<file path="src/rom_init.hex">
// One 32-bit table word per line in hex, word 0 first
1a2b3c4d
00000001
deadbeef
0badf00d
12345678
87654321
cafe0006
5a5a5a5a
a5a5a5a5
0000ffff
ffff0000
c0ffee0b
13579bdf
2468ace0
7e7e7e7e
f00d000f
</file>
<file path="src/hw/axil_pkg.sv">
// Shared AXI-Lite read-path widths, response codes, channel payloads and sizes; import with axil_pkg::*
package axil_pkg;

    // Bus widths
    localparam int AXIL_ADDR_W = 32;
    localparam int AXIL_DATA_W = 32;
    localparam int AXIL_PROT_W = 3;
    localparam int AXIL_RESP_W = 2;

    // Plain vector types for bus fields
    typedef logic [AXIL_ADDR_W-1:0] axil_addr_t;
    typedef logic [AXIL_DATA_W-1:0] axil_data_t;
    // Bit 0 set marks a privileged access
    typedef logic [AXIL_PROT_W-1:0] axil_prot_t;
    typedef logic [AXIL_RESP_W-1:0] axil_resp_t;

    // Skid buffer occupancy
    typedef logic [3:0] count_t;

    // Response codes
    localparam axil_resp_t RESP_OKAY   = 2'b00;
    localparam axil_resp_t RESP_SLVERR = 2'b10;
    localparam axil_resp_t RESP_DECERR = 2'b11;

    // AR payload, 35 bits
    typedef struct packed {
        axil_addr_t addr;
        axil_prot_t prot;
    } axil_ar_t;

    // R payload, 34 bits
    typedef struct packed {
        axil_data_t data;
        axil_resp_t resp;
    } axil_r_t;

    // Table depth and first privileged word
    localparam int ROM_WORDS     = 16;
    localparam int ROM_PRIV_BASE = 8;

    // Skid buffer depths per channel
    localparam int SKID_DEPTH_AR = 2;
    localparam int SKID_DEPTH_R  = 4;

endpackage : axil_pkg

</file>
<file path="src/hw/gaxi_skid_buffer.sv">
// Valid/ready skid FIFO with occupancy count; instantiate per channel with DEPTH and payload_t
`timescale 1ns/1ps

module gaxi_skid_buffer
    import axil_pkg::*;
#(
    parameter int  DEPTH     = 2,
    parameter type payload_t = axil_data_t
) (
    input  logic     aclk,
    input  logic     reset,

    // Write side
    input  logic     wr_valid,
    output logic     wr_ready,
    input  payload_t wr_data,

    // Read side
    output logic     rd_valid,
    input  logic     rd_ready,
    output payload_t rd_data,
    output count_t   rd_count
);

    // Pointer width, at least one bit
    localparam int PTR_W = (DEPTH > 1) ? $clog2(DEPTH) : 1;
    localparam logic [PTR_W-1:0] LAST_SLOT = PTR_W'(DEPTH - 1);
    localparam count_t FULL_COUNT = count_t'(DEPTH);

    // Storage
    payload_t mem [DEPTH];

    logic [PTR_W-1:0] wr_ptr;
    logic [PTR_W-1:0] rd_ptr;
    count_t           count;
    count_t           count_next;
    logic             push;
    logic             pop;

    // Handshakes on each side
    assign push = wr_valid && wr_ready;
    assign pop  = rd_valid && rd_ready;

    // Occupancy after this cycle
    always_comb begin
        case ({push, pop})
            2'b10:   count_next = count + count_t'(1);
            2'b01:   count_next = count - count_t'(1);
            // Push and pop together leave it unchanged
            default: count_next = count;
        endcase
    end

    // Pointers, count and registered ready
    always_ff @(posedge aclk) begin
        if (reset) begin
            wr_ptr   <= '0;
            rd_ptr   <= '0;
            count    <= '0;
            // Held low for the first cycle out of reset
            wr_ready <= 1'b0;
        end else begin
            if (push) begin
                wr_ptr <= (wr_ptr == LAST_SLOT) ? '0 : wr_ptr + 1'b1;
            end
            if (pop) begin
                rd_ptr <= (rd_ptr == LAST_SLOT) ? '0 : rd_ptr + 1'b1;
            end
            count    <= count_next;
            // Drops only when every slot is taken
            wr_ready <= (count_next != FULL_COUNT);
        end
    end

    // Payload write
    always_ff @(posedge aclk) begin
        if (push) begin
            mem[wr_ptr] <= wr_data;
        end
    end

    // Head of queue, valid the cycle after a push
    assign rd_valid = (count != '0);
    assign rd_data  = mem[rd_ptr];
    assign rd_count = count;

endmodule : gaxi_skid_buffer

</file>
<file path="src/hw/axil4_master_rd.sv">
// AXI-Lite read bridge with skid buffers on AR and R plus a busy flag for clock gating
`timescale 1ns/1ps

module axil4_master_rd
    import axil_pkg::*;
(
    input  logic     aclk,
    input  logic     reset,

    // Requester AR channel
    input  axil_ar_t fub_ar,
    input  logic     fub_arvalid,
    output logic     fub_arready,

    // Requester R channel
    output axil_r_t  fub_r,
    output logic     fub_rvalid,
    input  logic     fub_rready,

    // Slave-facing AR channel
    output axil_ar_t m_ar,
    output logic     m_arvalid,
    input  logic     m_arready,

    // Slave-facing R channel
    input  axil_r_t  m_r,
    input  logic     m_rvalid,
    output logic     m_rready,

    // High while any read is in flight
    output logic     busy
);

    // Occupancy of each buffer
    count_t int_ar_count;
    count_t int_r_count;

    // Activity anywhere in the bridge or arriving at it
    assign busy = (int_ar_count != '0) || (int_r_count != '0) ||
                  fub_arvalid || m_rvalid;

    // Requests toward the slave
    gaxi_skid_buffer #(
        .DEPTH     (SKID_DEPTH_AR),
        .payload_t (axil_ar_t)
    ) ar_channel (
        .aclk     (aclk),
        .reset    (reset),
        .wr_valid (fub_arvalid),
        .wr_ready (fub_arready),
        .wr_data  (fub_ar),
        .rd_valid (m_arvalid),
        .rd_ready (m_arready),
        .rd_data  (m_ar),
        .rd_count (int_ar_count)
    );

    // Responses back to the requester
    gaxi_skid_buffer #(
        .DEPTH     (SKID_DEPTH_R),
        .payload_t (axil_r_t)
    ) r_channel (
        .aclk     (aclk),
        .reset    (reset),
        .wr_valid (m_rvalid),
        .wr_ready (m_rready),
        .wr_data  (m_r),
        .rd_valid (fub_rvalid),
        .rd_ready (fub_rready),
        .rd_data  (fub_r),
        .rd_count (int_r_count)
    );

endmodule : axil4_master_rd

</file>
<file path="src/hw/axil4_slave_rd_rom.sv">
// Read-only AXI-Lite slave answering from a 16-word table with decode and privilege checks
`timescale 1ns/1ps

module axil4_slave_rd_rom
    import axil_pkg::*;
(
    input  logic     aclk,
    input  logic     reset,

    // AR channel
    input  axil_ar_t s_ar,
    input  logic     s_arvalid,
    output logic     s_arready,

    // R channel
    output axil_r_t  s_r,
    output logic     s_rvalid,
    input  logic     s_rready
);

    // One read outstanding at a time
    typedef enum logic {
        IDLE,
        RESP
    } state_t;

    state_t state;

    // Table contents
    axil_data_t rom [ROM_WORDS];

    // Word index from address bits 31:2
    logic [29:0] word_index;
    axil_r_t     r_next;
    axil_r_t     r_q;

    initial begin
        $readmemh("/design/src/rom_init.hex", rom);
    end

    assign word_index = s_ar.addr[31:2];

    // Decode and protection check
    always_comb begin
        r_next.data = '0;
        r_next.resp = RESP_OKAY;
        if (word_index >= 30'(ROM_WORDS)) begin
            // Past the end of the table
            r_next.resp = RESP_DECERR;
        end else if ((word_index >= 30'(ROM_PRIV_BASE)) && !s_ar.prot[0]) begin
            // Upper words need a privileged access
            r_next.resp = RESP_SLVERR;
        end else begin
            r_next.data = rom[word_index[$clog2(ROM_WORDS)-1:0]];
        end
    end

    // Ready only while idle
    assign s_arready = (state == IDLE);
    assign s_rvalid  = (state == RESP);
    assign s_r       = r_q;

    // State machine
    always_ff @(posedge aclk) begin
        if (reset) begin
            state <= IDLE;
        end else begin
            case (state)
                IDLE: begin
                    if (s_arvalid) begin
                        state <= RESP;
                    end
                end
                RESP: begin
                    // Back to idle once R is taken
                    if (s_rready) begin
                        state <= IDLE;
                    end
                end
                default: state <= IDLE;
            endcase
        end
    end

    // Response payload, captured on AR acceptance
    always_ff @(posedge aclk) begin
        if (s_arvalid && s_arready) begin
            r_q <= r_next;
        end
    end

endmodule : axil4_slave_rd_rom

</file>
<file path="src/hw/axil_rd_subsys.sv">
// Read-path subsystem top joining the read bridge to the table slave; the testbench drives fub ports
`timescale 1ns/1ps

module axil_rd_subsys
    import axil_pkg::*;
(
    input  logic     aclk,
    input  logic     reset,

    // Requester AR channel
    input  axil_ar_t fub_ar,
    input  logic     fub_arvalid,
    output logic     fub_arready,

    // Requester R channel
    output axil_r_t  fub_r,
    output logic     fub_rvalid,
    input  logic     fub_rready,

    // Clock gating hint
    output logic     busy
);

    // Bridge to slave, AR side
    axil_ar_t m_ar;
    logic     m_arvalid;
    logic     m_arready;

    // Slave to bridge, R side
    axil_r_t  m_r;
    logic     m_rvalid;
    logic     m_rready;

    // Read bridge
    axil4_master_rd u_master (
        .aclk        (aclk),
        .reset       (reset),
        .fub_ar      (fub_ar),
        .fub_arvalid (fub_arvalid),
        .fub_arready (fub_arready),
        .fub_r       (fub_r),
        .fub_rvalid  (fub_rvalid),
        .fub_rready  (fub_rready),
        .m_ar        (m_ar),
        .m_arvalid   (m_arvalid),
        .m_arready   (m_arready),
        .m_r         (m_r),
        .m_rvalid    (m_rvalid),
        .m_rready    (m_rready),
        .busy        (busy)
    );

    // Table slave
    axil4_slave_rd_rom u_slave (
        .aclk      (aclk),
        .reset     (reset),
        .s_ar      (m_ar),
        .s_arvalid (m_arvalid),
        .s_arready (m_arready),
        .s_r       (m_r),
        .s_rvalid  (m_rvalid),
        .s_rready  (m_rready)
    );

endmodule : axil_rd_subsys

</file>
<file path="config.mk">
export PLATFORM = sky130hd
export DESIGN_NAME = axil_rd_subsys
export DESIGN_NICKNAME = d
export VERILOG_FILES = /design/src/hw/axil_pkg.sv /design/src/hw/gaxi_skid_buffer.sv /design/src/hw/axil4_master_rd.sv /design/src/hw/axil4_slave_rd_rom.sv /design/src/hw/axil_rd_subsys.sv
export SDC_FILE = /design/constraint.sdc
export NUM_CORES = 1
export LEC_CHECK = 0
export BUFFER_PORTS_ARGS = -buffer_cell sky130_fd_sc_hd__buf_2
export CELL_PAD_IN_SITES_DETAIL_PLACEMENT = 0
export CELL_PAD_IN_SITES_GLOBAL_PLACEMENT = 1
export CORE_UTILIZATION = 40
export CTS_BUF_LIST = sky130_fd_sc_hd__clkbuf_16
export CTS_CLUSTER_DIAMETER = 120
export DETAILED_ROUTE_END_ITERATION = 8
export PLACE_DENSITY = 0.79
export SLEW_MARGIN = 25
export SYNTH_ARGS = -nofsm -noshare
export SYNTH_HDL_FRONTEND = slang
export SYNTH_SLANG_ARGS = --single-unit
</file>
<file path="constraint.sdc">
create_clock -name aclk -period 3.06 [get_ports aclk]
set_clock_uncertainty 0.2 [all_clocks]
set_input_delay 0.459 -clock aclk [delete_from_list [all_inputs] [get_ports aclk]]
set_output_delay 0.459 -clock aclk [all_outputs]
set_load 0.01 [all_outputs]
</file>
==> flow_summary.ini <==
[run_status]
status = complete, no violations

[cts]
cts_tree = yes
cts_resized = 0
path_clk_slew_ns = 0.07
cts_hold_buf = 0
ctsLongestPathBuffers = 2
cts_buffers = 9
cts_setup_buffers = 0
cts_root_buffer = clkbuf_16
clkLatencyLatePin_ns = 0.33
h-tree-depth = 3
cts.sinks = 86

[finish]
layout-drive-gt1-share_pct = 19.9
diodes = 0
final_nets = 345
areaGrowthSynthToFinish_pct = 13.2

[critical_path]
cp.required_ns = 3.07
cp-end-kind = flip-flop
slowest_stage = nor4_1
critPathLaunchType = flip-flop
cp.arrival_ns = 2.56
path_max_fanout = 7
path_class = reg -> reg
critical-path-max-stage-delay_ns = 0.39
path_cells = nor4_1, nor2_1, ha_1, xor2_1, ha_1, a21oi_1, xor2_1, nor2_1, xnor2_1, a31oi_1
critPathTopFamily = simple AND/OR/NAND/NOR gates
crit_buf_inv = 0

[route]
postRouteAntennaNets = 0
num_vias = 1948
drt_first_pass_iters = 4
drc = 0
wire_per_inst_um = 12.6
routed_via_density = 4.80
drt_iter0_markers = 60
wl_mm = 5.11

[timing]
fmaxAchievable_mhz = 392
finalHoldViolations = 0
setup_tns_ns = 0
min_period_ns = 2.55
maxSlewViolCount = 0
fin_ws_ns = 0.508
finalCritPeriodShare_pct = 83.4
grt_setup_unrepaired = false
finalSetupViolCount = 0

[placed_design]
portBuffers = 36
dpl.hpwl_mm = 3.63
place.gp.congestion = 0.755
place_ws_ns = 0.502

[power_and_ir_drop]
switchingPower_mw = 1.02
clockPowerShare_pct = 31.6
internal_power_mw = 2.32
p_leak_nw = 1.49
p_comb_share_pct = 22.2
pwr-share-seq_pct = 46.1
cellPowerDensity_mw_per_mm2 = 835
swShare_pct = 30.5
irDropWorstVdd_v = 0.000548

[synthesis]
ys_types = 43
syn_area_sq_mm = 0.00353
synthFlopType = edfxtp_1
synth.top_cell.area_share_pct = 56.1
seq_area_frac_synth_pct = 67.5
synth.area.top_cells = edfxtp_1 (56%), dfxtp_1 (11%), buf_4 (7.0%)
yosysTopAreaCell = edfxtp_1
synth_edf_count = 66
syn_inst = 254
synth_most_common_cell = edfxtp_1
synth-seq-cells = 86
synthTopCellsByCount = edfxtp_1 (66), buf_4 (33), nor2_1 (22)
yosys_warnings = 0
avgSynthCellArea_sq_um = 13.9
synth_async_sr_flop_share_pct = 0

[grt]
antenna_found_initial = 0
grt_usage_pct = 12.7
grt_pass1_vias = 1835
grt_overflow = 0
grt_pass1_wl_mm = 8.40
grt_max_degree = 29

[floorplan]
die_area_sq_mm = 0.00921
floorplan.initialDensity_pct = 42.1
rows = 33
fp.dieW_um = 96.0
pin_count = 76
core_area_sq_mm = 0.00838
dieHeight_um = 96.0

[worst_hold_path]
hold_path.class = in -> reg

[job]
cap_violations = 0
-- metrics by stage --
step	utilization (%)	std cells	hold slack [ns]	total power, mW	cell area, sq um
5_1_grt	47.7	406	0.0971	3.53	4000
2_1_floorplan	-	285	0.259	2.17	3650
4_1_cts	47.7	406	0.0941	3.38	4000
3_3_place_gp	44.2	390	0.270	2.30	3700
6_report	47.7	406	0.109	3.34	4000
3_5_place_dp	44.2	390	0.284	2.31	3700
-- routing by layer --
| metal | global-route usage [%] | wire [um] | vias up | part of all wire (%) |
|---|---|---|---|---|
| met5 | 0 | 0 | - | 0 |
| met4 | 5.97 | 72 | 0 | 1.4 |
| met3 | 3.55 | 180 | 6 | 3.5 |
| met2 | 21.8 | 2660 | 61 | 52 |
| met1 | 14.5 | 2200 | 922 | 43 |
| li1 | - | - | 959 | - |
-- cell type report --
| class | count | area, sq um |
|---|---|---|
| repair buffers | 38 | 195 |
| clock inverters | 7 | 68.8 |
| clock buffers | 9 | 225 |
| fillers | 728 | 4390 |
| flip-flops and latches | 86 | 2380 |
| well taps | 105 | 131 |
| inverters | 4 | 15.0 |
| multi-input cells | 157 | 978 |
-- state kept, by name (all words and copies together), names as in the netlist, named ones only --
| register | flops |
|---|---|
| u_master.ar_channel.mem | 56 |
| u_master.ar_channel.rd_ptr | 1 |
| u_master.ar_channel.wr_ready | 1 |
| u_master.r_channel.wr_ready | 1 |
| u_slave.s_r | 2 |
| u_master.r_channel.rd_count | 4 |
| u_master.ar_channel.rd_count | 4 |
| u_master.ar_channel.wr_ptr | 1 |
| u_slave.s_rvalid | 1 |
| u_master.r_channel.rd_ptr | 2 |
| u_master.r_channel.wr_ptr | 2 |
| u_master.r_channel.mem | 8 |
-- cells in the final DEF (no fill, tap or decap), types with 6 or more instances in the layout --
cell type and n:
clkbuf_16 9, edfxtp_1 66, buf_2 36, nor4_1 11
ha_1 10, a21oi_1 12, nor2b_1 6, nor2_1 21
nand2_1 13, conb_1 32, dfxtp_1 20
-- logic make-up after synthesis --
kind of cell	Yosys count	share of synthesized area [%]
fa+ha+maj	10	3.54
xor+xnor	10	2.48
other cells	1	0.106
buf+inv	42	8.19
flops	86	67.5
mux	4	1.84
simple gates	73	10.6
compound gates	28	5.74
-- power groups by stage --
| stage | clock [mW] | combinational (mW) | sequential, mW |
|---|---|---|---|
| after floorplan | 0 | 0.652 | 1.52 |
| after global placement | 0 | 0.734 | 1.56 |
| after detailed placement | 0 | 0.748 | 1.57 |
| after CTS | 1.08 | 0.752 | 1.54 |
| after global routing | 1.12 | 0.851 | 1.56 |
| final | 1.05 | 0.742 | 1.54 |
-- worst paths after layout --
kind / cells after the start / startpoint / slack (ns) / endpoint
worst max-delay path: 10 / u_master.ar_channel.rd_count[1]$_SDFF_PP0_ / 0.51 / u_master.ar_channel.wr_ready$_SDFF_PP0_
worst min-delay path: 1 / fub_ar[33] / 0.11 / u_master.ar_channel.mem[0][33]$_DFFE_PP_
worst max register to register: 10 / u_master.ar_channel.rd_count[1]$_SDFF_PP0_ / 0.51 / u_master.ar_channel.wr_ready$_SDFF_PP0_
worst min register to register: 2 / u_master.r_channel.rd_ptr[1]$_SDFFE_PP0P_ / 0.29 / u_master.r_channel.rd_ptr[1]$_SDFFE_PP0P_
Note: power is estimated with default switching activity, not from simulation.
